===== config.mk =====
export PLATFORM = sky130hd
export DESIGN_NAME = mem_fault_check
export DESIGN_NICKNAME = d
export VERILOG_FILES = /design/src/mem_pipe_pkg.sv /design/src/mem_fault_check.sv
export SDC_FILE = /design/constraint.sdc
export NUM_CORES = 1
export LEC_CHECK = 0
export ABC_AREA = 1
export BUFFER_PORTS_ARGS = -buffer_cell sky130_fd_sc_hd__buf_2
export CAP_MARGIN = 10
export CORE_AREA = 3 3 40 42
export DETAILED_ROUTE_END_ITERATION = 12
export DIE_AREA = 0 0 43 45
export GPL_TIMING_DRIVEN = 0
export SLEW_MARGIN = 0
export SYNTH_ARGS = -nofsm -noshare
export SYNTH_HDL_FRONTEND = slang
export SYNTH_SLANG_ARGS = --single-unit

===== constraint.sdc =====
create_clock -name vclk -period 1.4
set_input_delay 0.14 -clock vclk [all_inputs]
set_output_delay 0.14 -clock vclk [all_outputs]
set_load 0.01 [all_outputs]

===== src/mem_pipe_pkg.sv =====
// Shared widths, opcodes, instruction views and stage payloads for the memory pipe
package mem_pipe_pkg;

  localparam int vaddr_width       = 39;
  localparam int paddr_width       = 22;
  localparam int page_offset_width = 12;
  localparam int vtag_width        = 27;
  localparam int ptag_width        = 10;
  localparam int dword_width       = 64;
  localparam int dtlb_els          = 4;
  localparam int dtlb_idx_width    = $clog2(dtlb_els);
  localparam int dmem_words        = 512;

  // Physical page that holds the data memory
  localparam logic [ptag_width-1:0] dmem_ptag = '0;

  localparam logic [6:0] opcode_load  = 7'b0000011;
  localparam logic [6:0] opcode_store = 7'b0100011;

  typedef enum logic [1:0] {
    e_priv_user       = 2'b00,
    e_priv_supervisor = 2'b01,
    e_priv_machine    = 2'b11
  } priv_e;

  // Matches funct3[1:0] of loads and stores
  typedef enum logic [1:0] {
    e_size_byte   = 2'b00,
    e_size_half   = 2'b01,
    e_size_word   = 2'b10,
    e_size_double = 2'b11
  } mem_size_e;

  typedef struct packed {
    logic      store;
    mem_size_e size;
    logic      is_unsigned;
  } mem_op_s;

  typedef struct packed {
    logic [11:0] imm;
    logic [4:0]  rs1;
    logic [2:0]  funct3;
    logic [4:0]  rd;
    logic [6:0]  opcode;
  } rv_itype_s;

  typedef struct packed {
    logic [6:0] imm_hi;
    logic [4:0] rs2;
    logic [4:0] rs1;
    logic [2:0] funct3;
    logic [4:0] imm_lo;
    logic [6:0] opcode;
  } rv_stype_s;

  // Opcode selects the view
  typedef union packed {
    rv_itype_s itype;
    rv_stype_s stype;
  } rv_instr_u;

  typedef struct packed {
    rv_instr_u              instr;
    logic [dword_width-1:0] rs1;
    logic [dword_width-1:0] rs2;
  } mem_reservation_s;

  typedef struct packed {
    logic  translation_en;
    priv_e priv_mode;
    logic  mstatus_sum;
  } trans_info_s;

  typedef struct packed {
    logic [ptag_width-1:0] ptag;
    logic                  u;
    logic                  w;
    logic                  d;
  } pte_leaf_s;

  typedef struct packed {
    logic [vtag_width-1:0] vtag;
    pte_leaf_s             entry;
  } tlb_fill_s;

  typedef struct packed {
    logic load_page_fault;
    logic store_page_fault;
    logic load_access_fault;
    logic store_access_fault;
    logic load_misaligned;
    logic store_misaligned;
  } mem_faults_s;

  typedef struct packed {
    logic [dword_width-1:0] data;
    mem_faults_s            faults;
    logic                   tlb_miss;
  } mem_result_s;

endpackage

===== src/mem_fault_check.sv =====
// Misalignment, page fault and access fault detection for a mem1 request
`timescale 1ns/100ps

module mem_fault_check
  (input                                req_v_i
   , input  mem_pipe_pkg::mem_op_s      op_i
   , input  [2:0]                       eaddr_low_i
   , input                              noncanon_i
   , input                              entry_v_i
   , input  mem_pipe_pkg::pte_leaf_s    entry_i
   , input  mem_pipe_pkg::trans_info_s  trans_i
   , output mem_pipe_pkg::mem_faults_s  faults_o
   );

  logic misaligned;
  logic priv_fault;
  logic write_fault;
  logic page_fault;
  logic access_fault;

  always_comb begin
    unique case (op_i.size)
      mem_pipe_pkg::e_size_byte: misaligned = 1'b0;
      mem_pipe_pkg::e_size_half: misaligned = eaddr_low_i[0];
      mem_pipe_pkg::e_size_word: misaligned = |eaddr_low_i[1:0];
      default:                   misaligned = |eaddr_low_i;
    endcase
  end

  // User pages are off limits to S mode unless SUM is set
  assign priv_fault =
    ((trans_i.priv_mode == mem_pipe_pkg::e_priv_user) & ~entry_i.u)
    | ((trans_i.priv_mode == mem_pipe_pkg::e_priv_supervisor) & entry_i.u
       & ~trans_i.mstatus_sum);

  assign write_fault = op_i.store & (~entry_i.w | ~entry_i.d);

  // Misalignment outranks page faults, both outrank access faults
  assign page_fault = req_v_i & trans_i.translation_en & ~misaligned
                      & (noncanon_i | (entry_v_i & (priv_fault | write_fault)));

  assign access_fault = req_v_i & entry_v_i & ~misaligned & ~page_fault
                        & (entry_i.ptag != mem_pipe_pkg::dmem_ptag);

  always_comb begin
    faults_o.load_page_fault    = page_fault & ~op_i.store;
    faults_o.store_page_fault   = page_fault & op_i.store;
    faults_o.load_access_fault  = access_fault & ~op_i.store;
    faults_o.store_access_fault = access_fault & op_i.store;
    faults_o.load_misaligned    = req_v_i & misaligned & ~op_i.store;
    faults_o.store_misaligned   = req_v_i & misaligned & op_i.store;
  end

endmodule


# After elaboration in Yosys (flattened, before gate mapping)
# Cells that the tools add are included.
[word_totals]
ff_bits = 0
out_inout_bits = 6
word_cells = 39
[classes]
n_eq_ne = 3
muxes = 1
n_bitwise = 30
reduce_logical = 5
[op_table]
columns = ["op", "n"]
rows = [
  ["$and A1 B1 Y1", 19],
  ["$reduce_bool A10 Y1", 1],
  ["$not A1 Y1", 7],
  ["$eq A2 B1 Y1 const B", 2],
  ["$logic_not A2 Y1", 2],
  ["$or A1 B1 Y1", 4],
  ["$pmux W1 S3", 1],
  ["$reduce_or A3 Y1", 1],
  ["$eq A2 B2 Y1 const B", 1],
  ["$reduce_or A2 Y1", 1],
]

# Logic depth before layout (Yosys ltp)
[logic_depth]
ltp_word = 12
ltp_mapped = 10
depth_no_buf = 10

# Worst setup path after synthesis
# No wires, ideal clock.
[synth_timing]
path_kind = "input-to-output"
startpoint = "input op_i[1] (netlist bit)"
endpoint = "output faults_o[2] (netlist bit)"
t_arrival_ns = 0.718
required_ns = 1.260
setup_slack_ns = 0.542
stages = 6
path_buffers = 0
path_cell_list = "a21o_1 nand2_2 nand3_1 nor2_1 nand2_1 nor2_1"
[synth_lines]
columns = ["item", "line_no", "text"]
rows = [
  ["from (decl)", "mem_fault_check.sv:6", ", input mem_pipe_pkg::mem_op_s op_i"],
  ["to (decl)", "mem_fault_check.sv:12", ", output mem_pipe_pkg::mem_faults_s faults_o"],
]

==> flow_summary.yaml <==
global_route:
  grt_max_degree: 6
  grt-ovfl-total: 0
  grt_pass1_wl_um: 924
  grt_usage: 0.0564
  grt_pass1_vias: 273
  antenna_found_initial: 0
route:
  dr.pass1.iters: 2
  viasPerCell: 3.71
  drt-total-wl_um: 592
  ant_nets: 0
  routedWlPerCell_um: 6.80
  drtIter0Drc: 1
  drcViolationCount: 0
  via_count: 323
synthesis:
  yosys.area_share.xor_xnor: 0
  avgSynthCellArea_um2: 4.22
  synth_top_family_by_area: "simple AND/OR/NAND/NOR gates"
  synth_warnings: 0
  synth_fa_ha_area_frac: 0
  ys_seq_area_frac: 0
  synth.distinct_cells: 8
  yosys.area.top_type_share: 0.311
  synthMuxAreaShare: 0
  synthTopCellsByArea: "nand2_1, nor2_1, inv_1, nand2_2, nand3_1"
  synthSimpleGateAreaFrac: 0.793
  synthCells: 40
  synth_largest_area_cell: "nand2_1"
  synth_nets: 67
  syn-cell-area_um2: 169
  synth-compound-area-share: 0.0963
die:
  die_x_um: 43
  start_util: 0.131
  die_area_um2: 1940
  rows: 13
  io_pins: 33
  core-area_um2: 1280
  die_h_um: 45
min_path:
  hold_path.class: "input port to output port"
layout:
  diodes: 0
  layout_commonest_cell: "buf_2"
  final.fill_count: 153
  clkbuf_count: 0
  multi_input_area_um2: 150
  area_growth_pct: 106
  nNetsFinal: 101
  seqCellArea_um2: 0
  layout-drive-gt1-share: 0.500
  final_cell_mix: "buf_2, nand2_1, nor2_1, inv_1"
  design.seq.count: 0
sta:
  rsz0062_at_grt: "false"
  tightest_slew_ns: 0.0896
  period_needed_ns: 1.07
  setup_viol: 0
  relSlewSlack: 0.940
  hold_violations: 0
  fmax_ghz: 0.939
  tns_ns: 0
  fin_crit_sh: 0.761
  maxSlewViolCount: 0
  setup_ws_ns: 0.335
clocking:
  cts_setup_buffers: 0
  cts-resized-gates: 0
  holdBufCountCts: 0
power:
  power.share.clock: 0
  p_seq_frac: 0
  power_leakage_nw: 0.238
  power_mw: 0.0798
  pwr-share-comb: 1.000
  p_sw_mw: 0.0368
  switching_share: 0.461
  powerDensity_nw_per_um2: 230
  peakVddDrop_mv: 0.0580
  internal_power_mw: 0.0430
setup_path:
  worst-path-max-fanout: 3
  path_cells: "buf_2 > a21o_1 > nand2_2 > inv_1 > nor2_2 > nand2_2 > nand2_1 > nor2_1 > buf_2"
  worst-endpoint-required_ns: 1.26
  worst-setup-path-type: "input port to output port"
  cp_slowest_cell: "a21o_1"
  arrival_ns: 0.93
  cp-endpoint: "faults_o[3]"
  critPathLaunch: "op_i[1]"
  critPathMaxStageDelay_ns: 0.18
  crit_path_end_kind: "output port"
  cp-start-kind: "input port"
status:
  status: "completed"
job:
  max_cap_viol_count: 0
placed_design:
  hpwl_um: 578
  port_buffers: 32
  dpl_worst_slack_ns: 0.324
  gp_routability_congestion: 0.587
==> power by group through the flow <==
| stage | registers, mW | logic, mW | clock network [mW] |
|---|---|---|---|
| finish | 0 | 0.0798 | 0 |
| global route | 0 | 0.0936 | 0 |
| CTS | 0 | 0.0815 | 0 |
| detailed placement | 0 | 0.0813 | 0 |
| global placement | 0 | 0.0797 | 0 |
| floorplan | 0 | 0.0338 | 0 |
==> synthesized netlist by cell type, drive strengths merged <==
library cell	instances
a21o	1
a21oi	1
inv	5
nand2	16
nand3	2
nor2	15
==> metrics by stage <==
stage,hold WS (ns),area [um2],std cells,util
finish,0.568,348,87,0.271
global route,0.589,348,87,0.271
CTS,0.574,348,87,0.271
detailed placement,0.574,348,87,0.271
global placement,0.571,348,87,0.271
floorplan,0.328,169,40,-
==> cells by family (layout without fill, tap and decap cells) <==
| logic type | after synthesis | in the layout |
|---|---|---|
| AOI/OAI and AO/OA | 2 | 2 |
| and+or+nand+nor | 33 | 33 |
| buffers and inverters | 5 | 37 |
==> layout make-up <==
cell class	count	area share
inverters	5	0.0540
multi-input cells	35	0.432
well taps	15	0.0540
repair buffers	32	0.460
==> routing by layer <==
layer,part of all wire,vias up,global-route usage
met4,0,0,0
met5,0,-,0
met1,0.35,121,0.0714
met3,0.17,0,0.00797
met2,0.48,19,0.108
li1,-,183,-
==> worst max-delay path, delay by kind of cell <==
| family | cells | cell delay [ns] |
|---|---|---|
| buf+inv | 3 | 0.28 |
| compound gates | 1 | 0.18 |
| simple gates | 5 | 0.32 |
==> worst min path at each step <==
stage	start	end	slack (ns)	cells after the start
3_5_place_dp	op_i[3]	faults_o[1]	0.57	3
5_1_grt	op_i[3]	faults_o[1]	0.59	3
4_1_cts	op_i[3]	faults_o[1]	0.57	3
3_3_place_gp	op_i[3]	faults_o[3]	0.57	3
6_report	op_i[3]	faults_o[1]	0.57	3
2_1_floorplan	op_i[3]	faults_o[1]	0.33	1
(Power assumes the default switching activity.)
