==> config.mk <==
export PLATFORM = sky130hd
export DESIGN_NAME = mem_dtlb
export DESIGN_NICKNAME = d
export VERILOG_FILES = /design/src/mem_pipe_pkg.sv /design/src/mem_dtlb.sv
export SDC_FILE = /design/constraint.sdc
export NUM_CORES = 1
export LEC_CHECK = 0
export BUFFER_PORTS_ARGS = -buffer_cell sky130_fd_sc_hd__buf_2
export CAP_MARGIN = 15
export CORE_MARGIN = 1.5
export CORE_UTILIZATION = 40
export DETAILED_ROUTE_END_ITERATION = 6
export GPL_TIMING_DRIVEN = 1
export PLACE_DENSITY_LB_ADDON = 0.3
export SYNTH_ARGS = -nofsm -noshare
export SYNTH_HDL_FRONTEND = slang
export SYNTH_SLANG_ARGS = --single-unit
export TNS_END_PERCENT = 1
==> constraint.sdc <==
create_clock -name clk_i -period 2.6 [get_ports clk_i]
set_clock_uncertainty 0.05 [all_clocks]
set_input_delay 0.26 -clock clk_i [delete_from_list [all_inputs] [get_ports clk_i]]
set_output_delay 0.26 -clock clk_i [all_outputs]
set_load 0.05 [all_outputs]
==> src/mem_pipe_pkg.sv <==
// Shared widths, opcodes, instruction views and stage payloads for the memory pipe
package mem_pipe_pkg;

  localparam int vaddr_width       = 39;
  localparam int paddr_width       = 22;
  localparam int page_offset_width = 12;
  localparam int vtag_width        = 27;
  localparam int ptag_width        = 10;
  localparam int dword_width       = 64;
  localparam int dtlb_els          = 4;
  localparam int dtlb_idx_width    = $clog2(dtlb_els);
  localparam int dmem_words        = 512;

  // Physical page that holds the data memory
  localparam logic [ptag_width-1:0] dmem_ptag = '0;

  localparam logic [6:0] opcode_load  = 7'b0000011;
  localparam logic [6:0] opcode_store = 7'b0100011;

  typedef enum logic [1:0] {
    e_priv_user       = 2'b00,
    e_priv_supervisor = 2'b01,
    e_priv_machine    = 2'b11
  } priv_e;

  // Matches funct3[1:0] of loads and stores
  typedef enum logic [1:0] {
    e_size_byte   = 2'b00,
    e_size_half   = 2'b01,
    e_size_word   = 2'b10,
    e_size_double = 2'b11
  } mem_size_e;

  typedef struct packed {
    logic      store;
    mem_size_e size;
    logic      is_unsigned;
  } mem_op_s;

  typedef struct packed {
    logic [11:0] imm;
    logic [4:0]  rs1;
    logic [2:0]  funct3;
    logic [4:0]  rd;
    logic [6:0]  opcode;
  } rv_itype_s;

  typedef struct packed {
    logic [6:0] imm_hi;
    logic [4:0] rs2;
    logic [4:0] rs1;
    logic [2:0] funct3;
    logic [4:0] imm_lo;
    logic [6:0] opcode;
  } rv_stype_s;

  // Opcode selects the view
  typedef union packed {
    rv_itype_s itype;
    rv_stype_s stype;
  } rv_instr_u;

  typedef struct packed {
    rv_instr_u              instr;
    logic [dword_width-1:0] rs1;
    logic [dword_width-1:0] rs2;
  } mem_reservation_s;

  typedef struct packed {
    logic  translation_en;
    priv_e priv_mode;
    logic  mstatus_sum;
  } trans_info_s;

  typedef struct packed {
    logic [ptag_width-1:0] ptag;
    logic                  u;
    logic                  w;
    logic                  d;
  } pte_leaf_s;

  typedef struct packed {
    logic [vtag_width-1:0] vtag;
    pte_leaf_s             entry;
  } tlb_fill_s;

  typedef struct packed {
    logic load_page_fault;
    logic store_page_fault;
    logic load_access_fault;
    logic store_access_fault;
    logic load_misaligned;
    logic store_misaligned;
  } mem_faults_s;

  typedef struct packed {
    logic [dword_width-1:0] data;
    mem_faults_s            faults;
    logic                   tlb_miss;
  } mem_result_s;

endpackage
==> src/mem_dtlb.sv <==
// Data TLB, four fully associative entries with round-robin fill and a registered lookup
`timescale 1ns/100ps

module mem_dtlb
  (input                                          clk_i
   , input                                        reset_i
   , input                                        flush_i

   , input                                        fill_v_i
   , input  mem_pipe_pkg::tlb_fill_s              fill_i

   , input                                        lookup_v_i
   , input  [mem_pipe_pkg::vtag_width-1:0]        vtag_i

   , output logic                                 hit_v_o
   , output logic                                 miss_v_o
   , output mem_pipe_pkg::pte_leaf_s              entry_o
   );

  logic [mem_pipe_pkg::dtlb_els-1:0]       valid_r;
  logic [mem_pipe_pkg::vtag_width-1:0]     vtag_r [mem_pipe_pkg::dtlb_els];
  mem_pipe_pkg::pte_leaf_s                 entry_r [mem_pipe_pkg::dtlb_els];
  logic [mem_pipe_pkg::dtlb_idx_width-1:0] victim_r;

  logic                                    match_v;
  logic [mem_pipe_pkg::dtlb_idx_width-1:0] match_idx;

  // Parallel compare, lowest index wins on duplicate tags
  always_comb begin
    match_v   = 1'b0;
    match_idx = '0;
    for (int i = mem_pipe_pkg::dtlb_els - 1; i >= 0; i--) begin
      if (valid_r[i] && (vtag_r[i] == vtag_i)) begin
        match_v   = 1'b1;
        match_idx = mem_pipe_pkg::dtlb_idx_width'(i);
      end
    end
  end

  // Flush beats a fill in the same cycle; the victim pointer survives a flush
  always_ff @(posedge clk_i) begin
    if (reset_i) begin
      valid_r  <= '0;
      victim_r <= '0;
    end else if (flush_i) begin
      valid_r <= '0;
    end else if (fill_v_i) begin
      valid_r[victim_r] <= 1'b1;
      victim_r          <= victim_r + 1'b1;
    end
  end

  always_ff @(posedge clk_i) begin
    if (fill_v_i && !flush_i) begin
      vtag_r[victim_r]  <= fill_i.vtag;
      entry_r[victim_r] <= fill_i.entry;
    end
  end

  always_ff @(posedge clk_i) begin
    if (reset_i) begin
      hit_v_o  <= 1'b0;
      miss_v_o <= 1'b0;
    end else begin
      hit_v_o  <= lookup_v_i & match_v;
      miss_v_o <= lookup_v_i & ~match_v;
    end
  end

  always_ff @(posedge clk_i) begin
    if (lookup_v_i) begin
      entry_o <= entry_r[match_idx];
    end
  end

endmodule

Word level (Yosys, flattened, before mapping)

Memories as Yosys holds them, arrays and structs flattened. A register that Yosys moved wholly into a read port is not among the register bits.
Index checks and enable logic that the tools add are counted.

$add $sub $neg: 1
$lt $le $gt $ge: 2
Eq/ne operators: 4
Muxes and demuxes: 12
Bitwise gates (word level): 5
Reductions and logical operators: 9

Operators with widths:

| operator                                                          | number |
|---|---|
| equality test 27 bit                                              | 4 |
| two-way mux 2 bit                                                 | 4 |
| two-way mux 1 bit                                                 | 7 |
| logical AND 1 bit                                                 | 6 |
| OR 4 bit                                                          | 1 |
| less-than comparator 2 x 3 -> 1 bit, second input constant        | 1 |
| adder 2 x 1 -> 2 bit, second input constant                       | 1 |
| AND 1 bit                                                         | 2 |
| demux 1 bit (select 2 bit)                                        | 1 |
| greater-or-equal comparator 2 x 1 -> 1 bit, second input constant | 1 |
| inverter 1 bit                                                    | 2 |
| AND reduction 2 bit                                               | 1 |
| OR reduction 2 bit                                                | 1 |
| zero test 1 bit                                                   | 1 |

Bits in registers: 8
Bits in writable memories: 160
Bits of input ports: 72
Output and inout port bits: 15
Logic and storage cells: 39
Memories: 2

Memories:

| name    | words | bits a word | read ports | clocked after Yosys merged registers in | wr ports | line           | RTL |
|---|---|---|---|---|---|---|---|
| vtag_r  | 4     | 27          | 4          | 0                                       | 1        | mem_dtlb.sv:21 | `logic [mem_pipe_pkg::vtag_width-1:0] vtag_r [mem_pipe_pkg::dtlb_els];` |
| entry_r | 4     | 13          | 1          | 1                                       | 1        | mem_dtlb.sv:22 | `mem_pipe_pkg::pte_leaf_s entry_r [mem_pipe_pkg::dtlb_els];` |

Logic depth before layout (Yosys ltp)

Gate-level depths: netlist of run 1.

Depth in word-level cells: 8
Mapped depth: 10

Worst setup path after synthesis of run 1

OpenSTA, ideal clock, no wires.

Kind: flip-flop to flip-flop
Start: memory vtag_r[3][24] in the netlist's numbering
End: register, netlist name entry_o[0]
Library setup time: 0.265 ns
Arrival time: 1.941 ns
Required time: 2.285 ns
Path slack: 0.345 ns
Cell stages (with the launch flop): 10
Path buffers: 2
Period minus slack after synthesis: 2.255 ns
Cell sequence: edfxtp_1 -> xnor2_2 -> nand4_1 -> or4_1 -> a311oi_1 -> o21ai_1 -> buf_6 -> buf_6 -> mux2i_1 -> mux2i_1

RTL lines:

| what        | line |
|---|---|
| from (decl) | mem_dtlb.sv:21 |

==> impl_metrics.tcl, run 1 <==
set metrics [dict create \
    post-route-period-util 0.990 \
    drive_gt1_frac 0.261 \
    crit_top_cell "mux2i_1" \
    cts_tree "built" \
    grt_max_degree 41 \
    grt_overflow_total 0 \
    diodes 0 \
    gp_congestion 0.773 \
    maxCapViolCount 0 \
    hold_depth 1 \
    status "completed" \
    synth_top_family_by_area "XOR/XNOR gates" \
    wirelength_um 14500 \
    p_leak_nw 3.39 \
    start_util 0.406 \
    worst_slack_ns 0.0251 \
    worst_setup_path_start_kind "flip-flop" \
    vdd_ir_drop_max_mv 0.494 \
    die_h_um 138 \
    drc_errors 0 \
    critPathKind "flip-flop to flip-flop" \
    r2r_end "entry_o[4]" \
    period_needed_ns 2.57 \
    arrival_ns 2.70 \
    holdCritStartpoint "fill_i[20]" \
    hold_end "vtag_r[2][7]" \
    drv_slew 0 \
    synth_warnings 0 \
    synth-xor-area-share 0.134 \
    core_mm2 0.0178 \
    cts_sinks 181 \
    io_pins 87 \
    yosys.area_share.simple 0.0472 \
    synth_cells 407 \
    powerDensity_mw_per_mm2 680 \
    hold_violations 0 \
    nNetsFinal 631 \
    fp.dieArea_mm2 0.0189 \
    die_w_um 138 \
    cts_root_buf "clkbuf_16" \
    clk_pin_slew_ns 0.06 \
    r2r_cells 8 \
    final_cell_mix "173 x edfxtp_1, 86 x buf_2, 65 x xnor2_1" \
    worst_setup_path_end_kind "flip-flop" \
    ys_ff_latch 181 \
    worstMarginPinSlew_ns 0.496 \
    critPathMaxStageDelay_ns 0.61 \
    viasPerCell 4.84 \
    synth.mux.area_fraction 0.0539 \
    crit_cells 8 \
    crit_required_ns 2.72 \
    first_global_vias 4086 \
    max_freq_ghz 0.388 \
    htreeDepth 4 \
    clk_latency_ns 0.42 \
    syn_to_final_growth_pct 25.6 \
    antenna_left 0 \
    path_cells "xnor2_2 -> nand4_1 -> or4_4 -> a311oi_4 -> o21ai_4 -> buf_12 -> mux2i_1 -> mux2i_1" \
    path_buf_inv 1 \
    grt_pass1_wl_um 21800 \
    io_buffers 86 \
    dp_slack_ns -0.0948 \
    post_drt_wl_per_cell_um 18.2 \
    finalSetupViolCount 0 \
    regToRegSetupSlack_ns 0.03 \
    synth_fa_ha_area_frac 0.00692 \
    first_iter_violations 188 \
    hp-class "input pin to flip-flop" \
    antenna_found_initial 0 \
    first_pass_iters 4 \
    worst-path-max-fanout 16 \
    ys_seq_area_frac 0.740 \
    synth.avg_cell_area_um2 17.8 \
    r2r-start "vtag_r[3][1]" \
    hpwl_um 9940 \
    syn_nets 483 \
    cts_buffer_depth 2 \
    rsz0062_at_grt "yes" \
    grt_use_total 0.163 \
    netlist-cell-type-count 29 \
    synth_compound_area_frac 0.00536 \
    mostFrequentLayoutCell "edfxtp_1" \
    slew_headroom 0.670 \
    cpMaxStageDelayCell "or4_4" \
    via_count 3856 \
    num_rows 49 \
    syn_area_mm2 0.00724 \
    cts_buffers 17 \
    finalPower_mw 6.18 \
    cpLargestDelayFamily "simple AND/OR/NAND/NOR gates" \
]
==> worst max-delay path by stage <==
stage               slack [ns]    endpoint           from
floorplan                 0.34  entry_o[0]  vtag_r[3][24]
CTS                      0.008  entry_o[3]  vtag_r[3][23]
finish                    0.03  entry_o[4]   vtag_r[3][1]
detailed placement       -0.09  entry_o[3]     vtag_i[16]
global placement         -0.05  entry_o[6]     vtag_i[16]
global route             -0.06  entry_o[4]   vtag_r[2][1]
==> stage by stage <==
step / area, µm² / utilization / setup TNS [ns] / instances / hold WS [ns]
after floorplan: 7240 / - / 0 / 407 / 0.289
after global placement: 8130 / 0.456 / -0.478 / 732 / 0.420
after detailed placement: 8130 / 0.456 / -0.727 / 732 / 0.426
after CTS: 9030 / 0.506 / 0 / 795 / 0.00410
after global routing: 9090 / 0.510 / -0.146 / 797 / 0.00825
final: 9090 / 0.510 / 0 / 797 / 0.0126
==> timing repair <==
action	in CTS	in global routing
pin swaps	0	4
endpoints found under the hold margin	121	2
endpoints found under the setup margin	11	13
hold buffers	31	1
buffers inserted	0	1
gates resized for setup	3	6
==> cells in the mapped netlist, drive strengths merged <==
| cell type | instances | share of area |
|---|---|---|
| and4 | 1 | 0.0012 |
| nor4 | 13 | 0.011 |
| or4 | 1 | 0.0010 |
| a311oi | 1 | 0.0012 |
| o21ai | 1 | 0.00069 |
| edfxtp | 173 | 0.72 |
| a21oi | 5 | 0.0035 |
| buf | 7 | 0.011 |
| and2 | 4 | 0.0035 |
| or2 | 1 | 0.00087 |
| nor3b | 1 | 0.0010 |
| xor2 | 40 | 0.048 |
| mux2i | 39 | 0.054 |
| inv | 2 | 0.0010 |
| dfxtp | 8 | 0.022 |
| clkbuf | 2 | 0.0010 |
| xnor2 | 69 | 0.086 |
| nand2 | 1 | 0.00052 |
| nor3 | 4 | 0.0028 |
| and3b | 1 | 0.0012 |
| nor2 | 4 | 0.0021 |
| nand4 | 21 | 0.018 |
| ha | 4 | 0.0069 |
| nand3 | 3 | 0.0028 |
| nor2b | 1 | 0.00087 |
==> registers in the layout, indices dropped and copies added (netlist names) <==
| name | flops |
|---|---|
| vtag_r | 108 |
| entry_r | 52 |
| entry_o | 13 |
| valid_r | 4 |
| victim_r | 2 |
| hit_v_o | 1 |
| miss_v_o | 1 |
==> area by class of cell <==
type	count	area [µm²]
inverters	2	7.51
clock inverters	13	139
repair buffers	138	1000
well taps	229	287
flip-flops and latches	181	5360
fillers	1493	8750
multi-input cells	215	1870
clock buffers	19	433
==> cells by family (layout without fill, tap and decap cells) <==
kind of cell	Yosys count	after routing
AO/OA/AOI/OAI	7	7
XOR/XNOR	109	109
adder cells (fa/ha/maj)	4	4
buffers and inverters	11	172
flip-flops	181	181
multiplexers	39	39
AND/OR/NAND/NOR	56	56
==> per-layer routing <==
metal  GRT usage  up-vias  wire length (µm)
met3      0.0346       20               602
met5           0        -                 0
met4      0.0708        0               289
met2       0.275      106              7270
met1       0.204     1893              6350
li1            -     1837                 -
==> report_power, final <==
group / switching (mW) / leakage (nW) / internal [mW]
registers: 0.0219 / 1.65 / 3.27
logic: 0.239 / 1.46 / 0.177
clock network: 0.989 / 0.283 / 1.49
total: 1.25 / 3.39 / 4.93
No activity file was read; power rests on OpenSTA's default activity.
==> run 2, diff against run 1 <==
--- a/config.mk
+++ b/config.mk
@@ -8,7 +8,7 @@
 export BUFFER_PORTS_ARGS = -buffer_cell sky130_fd_sc_hd__buf_2
 export CAP_MARGIN = 15
 export CORE_MARGIN = 1.5
-export CORE_UTILIZATION = 40
+export CORE_UTILIZATION = 55
 export DETAILED_ROUTE_END_ITERATION = 6
 export GPL_TIMING_DRIVEN = 1
 export PLACE_DENSITY_LB_ADDON = 0.3
==> impl_metrics.tcl, run 2 (synthesized netlist as in run 1, its figures left out) <==
set metrics [dict create \
    clk_latency_ns 0.42 \
    worst_setup_path_start_kind "flip-flop" \
    period_needed_ns 2.55 \
    syn_to_final_growth_pct 24.6 \
    seqCellArea_mm2 0.00536 \
    reg.largest.list "vtag_r x108, entry_r x52, entry_o x13" \
    core_mm2 0.0127 \
    post-route-period-util 0.981 \
    clk_pin_slew_ns 0.06 \
    p_leak_nw 3.37 \
    max_freq_ghz 0.392 \
    grt_pass1_wl_um 21400 \
    hpwl_um 9260 \
    pwr-share-seq 0.516 \
    mostFrequentLayoutCell "edfxtp_1" \
    nNetsFinal 626 \
    drc_errors 0 \
    stdcell_count 735 \
    slew_headroom 0.546 \
    gp_congestion 0.772 \
    cts_buffer_depth 2 \
    grt_use_total 0.214 \
    cts_root_buf "clkbuf_16" \
    first_global_vias 4001 \
    antenna_found_initial 1 \
    start_util 0.569 \
    drv_slew 0 \
    powerDensity_mw_per_mm2 708 \
    vdd_ir_drop_max_mv 0.561 \
    antenna_left 0 \
    viasPerCell 5.20 \
    final_cell_mix "173 x edfxtp_1, 86 x buf_2, 64 x xnor2_1" \
    first_pass_iters 5 \
    worstMarginPinSlew_ns 0.674 \
    critPathKind "flip-flop to flip-flop" \
    switching_share 0.197 \
    arrival_ns 2.67 \
    die_h_um 118 \
    hold_violations 0 \
    finalSetupViolCount 0 \
    power_frac_comb 0.064 \
    drive_gt1_frac 0.259 \
    maxCapViolCount 0 \
    die_w_um 118 \
    worst-path-max-fanout 6 \
    cts_sinks 181 \
    cts_tree "built" \
    wirelength_um 14000 \
    htreeDepth 4 \
    crit_required_ns 2.72 \
    n_fill_cell 856 \
    r2r_cells 9 \
    largest_reg_flops 108 \
    worst_setup_path_end_kind "flip-flop" \
    num_rows 41 \
    grt_max_degree 33 \
    hp-class "input pin to flip-flop" \
    regMostFlops "vtag_r" \
    first_iter_violations 253 \
    p_int_mw 5.12 \
    switchingPower_mw 1.26 \
    dpl.cell_count 670 \
    cts_buffers 17 \
    post_drt_wl_per_cell_um 19.0 \
    hold_depth 1 \
    grt_overflow_total 0 \
    diodes 0 \
    rsz0062_at_grt "yes" \
    status "completed" \
    design_area_mm2 0.00902 \
    io_pins 87 \
    io_buffers 86 \
    placed_area_mm2 0.00800 \
    pwr-share-clk 0.420 \
    fp.dieArea_mm2 0.0139 \
    multiInputGateArea_mm2 0.00187 \
    via_count 3820 \
]
==> run 2: repair_timing <==
item | in CTS | in global routing
setup endpoints to repair | 3 | 12
buffers inserted | 0 | 1
endpoints found under the hold margin | 126 | 0
gates resized for setup | 3 | 7
hold buffers | 32 | 0
pin swaps | 0 | 6
==> run 2: worst paths after layout <==
path	start	end	slack, ns
max	vtag_r[3][1]	entry_o[9]	0.05
min	fill_i[1]	entry_r[1][1]	0.02
max reg2reg	vtag_r[3][1]	entry_o[9]	0.05
min reg2reg	valid_r[0]	valid_r[0]	0.48
==> run 2: power by group through the flow <==
stage | registers (mW) | clock network, mW | logic [mW]
6_report | 3.29 | 2.68 | 0.410
5_1_grt | 3.29 | 2.84 | 0.440
4_1_cts | 3.29 | 2.72 | 0.408
3_5_place_dp | 3.35 | 0 | 0.365
3_3_place_gp | 3.35 | 0 | 0.357
2_1_floorplan | 3.39 | 0 | 0.147
==> run 2: metrics by stage <==
step | setup TNS, ns | utilization | setup WS, ns | total power [mW] | hold WS (ns)
floorplan | 0 | - | 0.345 | 3.54 | 0.289
global placement | -0.00108 | 0.628 | -0.00108 | 3.71 | 0.418
detailed placement | -0.342 | 0.628 | -0.0613 | 3.72 | 0.428
CTS | 0 | 0.705 | 0.00933 | 6.42 | 0.00158
global route | -0.218 | 0.709 | -0.0552 | 6.58 | 0.00294
finish | 0 | 0.709 | 0.0493 | 6.38 | 0.0185
==> run 2: layout make-up <==
| type | count | share of cell area |
|---|---|---|
| clock buffer | 24 | 0.0534 |
| sequential | 181 | 0.594 |
| clock inverter | 8 | 0.0164 |
| timing repair buffer | 133 | 0.104 |
| inverter | 2 | 0.000833 |
| multi-input combinational | 215 | 0.207 |
| tap | 172 | 0.0239 |
==> run 2: layer usage <==
| metal | wire [µm] | GRT usage | vias up |
|---|---|---|---|
| li1 | - | - | 1823 |
| met1 | 5480 | 0.247 | 1851 |
| met2 | 7490 | 0.374 | 120 |
| met3 | 663 | 0.0543 | 26 |
| met4 | 352 | 0.106 | 0 |
| met5 | 0 | 0 | - |
==> run 2: critical path, stage by stage, from the launching register on <==
cell and delay (ns):
edfxtp_1 0.41, xnor2_2 0.23, nand4_1 0.18, or4_4 0.55
a311oi_2 0.19, buf_4 0.15, o21ai_4 0.07, buf_4 0.19
mux2i_2 0.19, mux2i_1 0.09
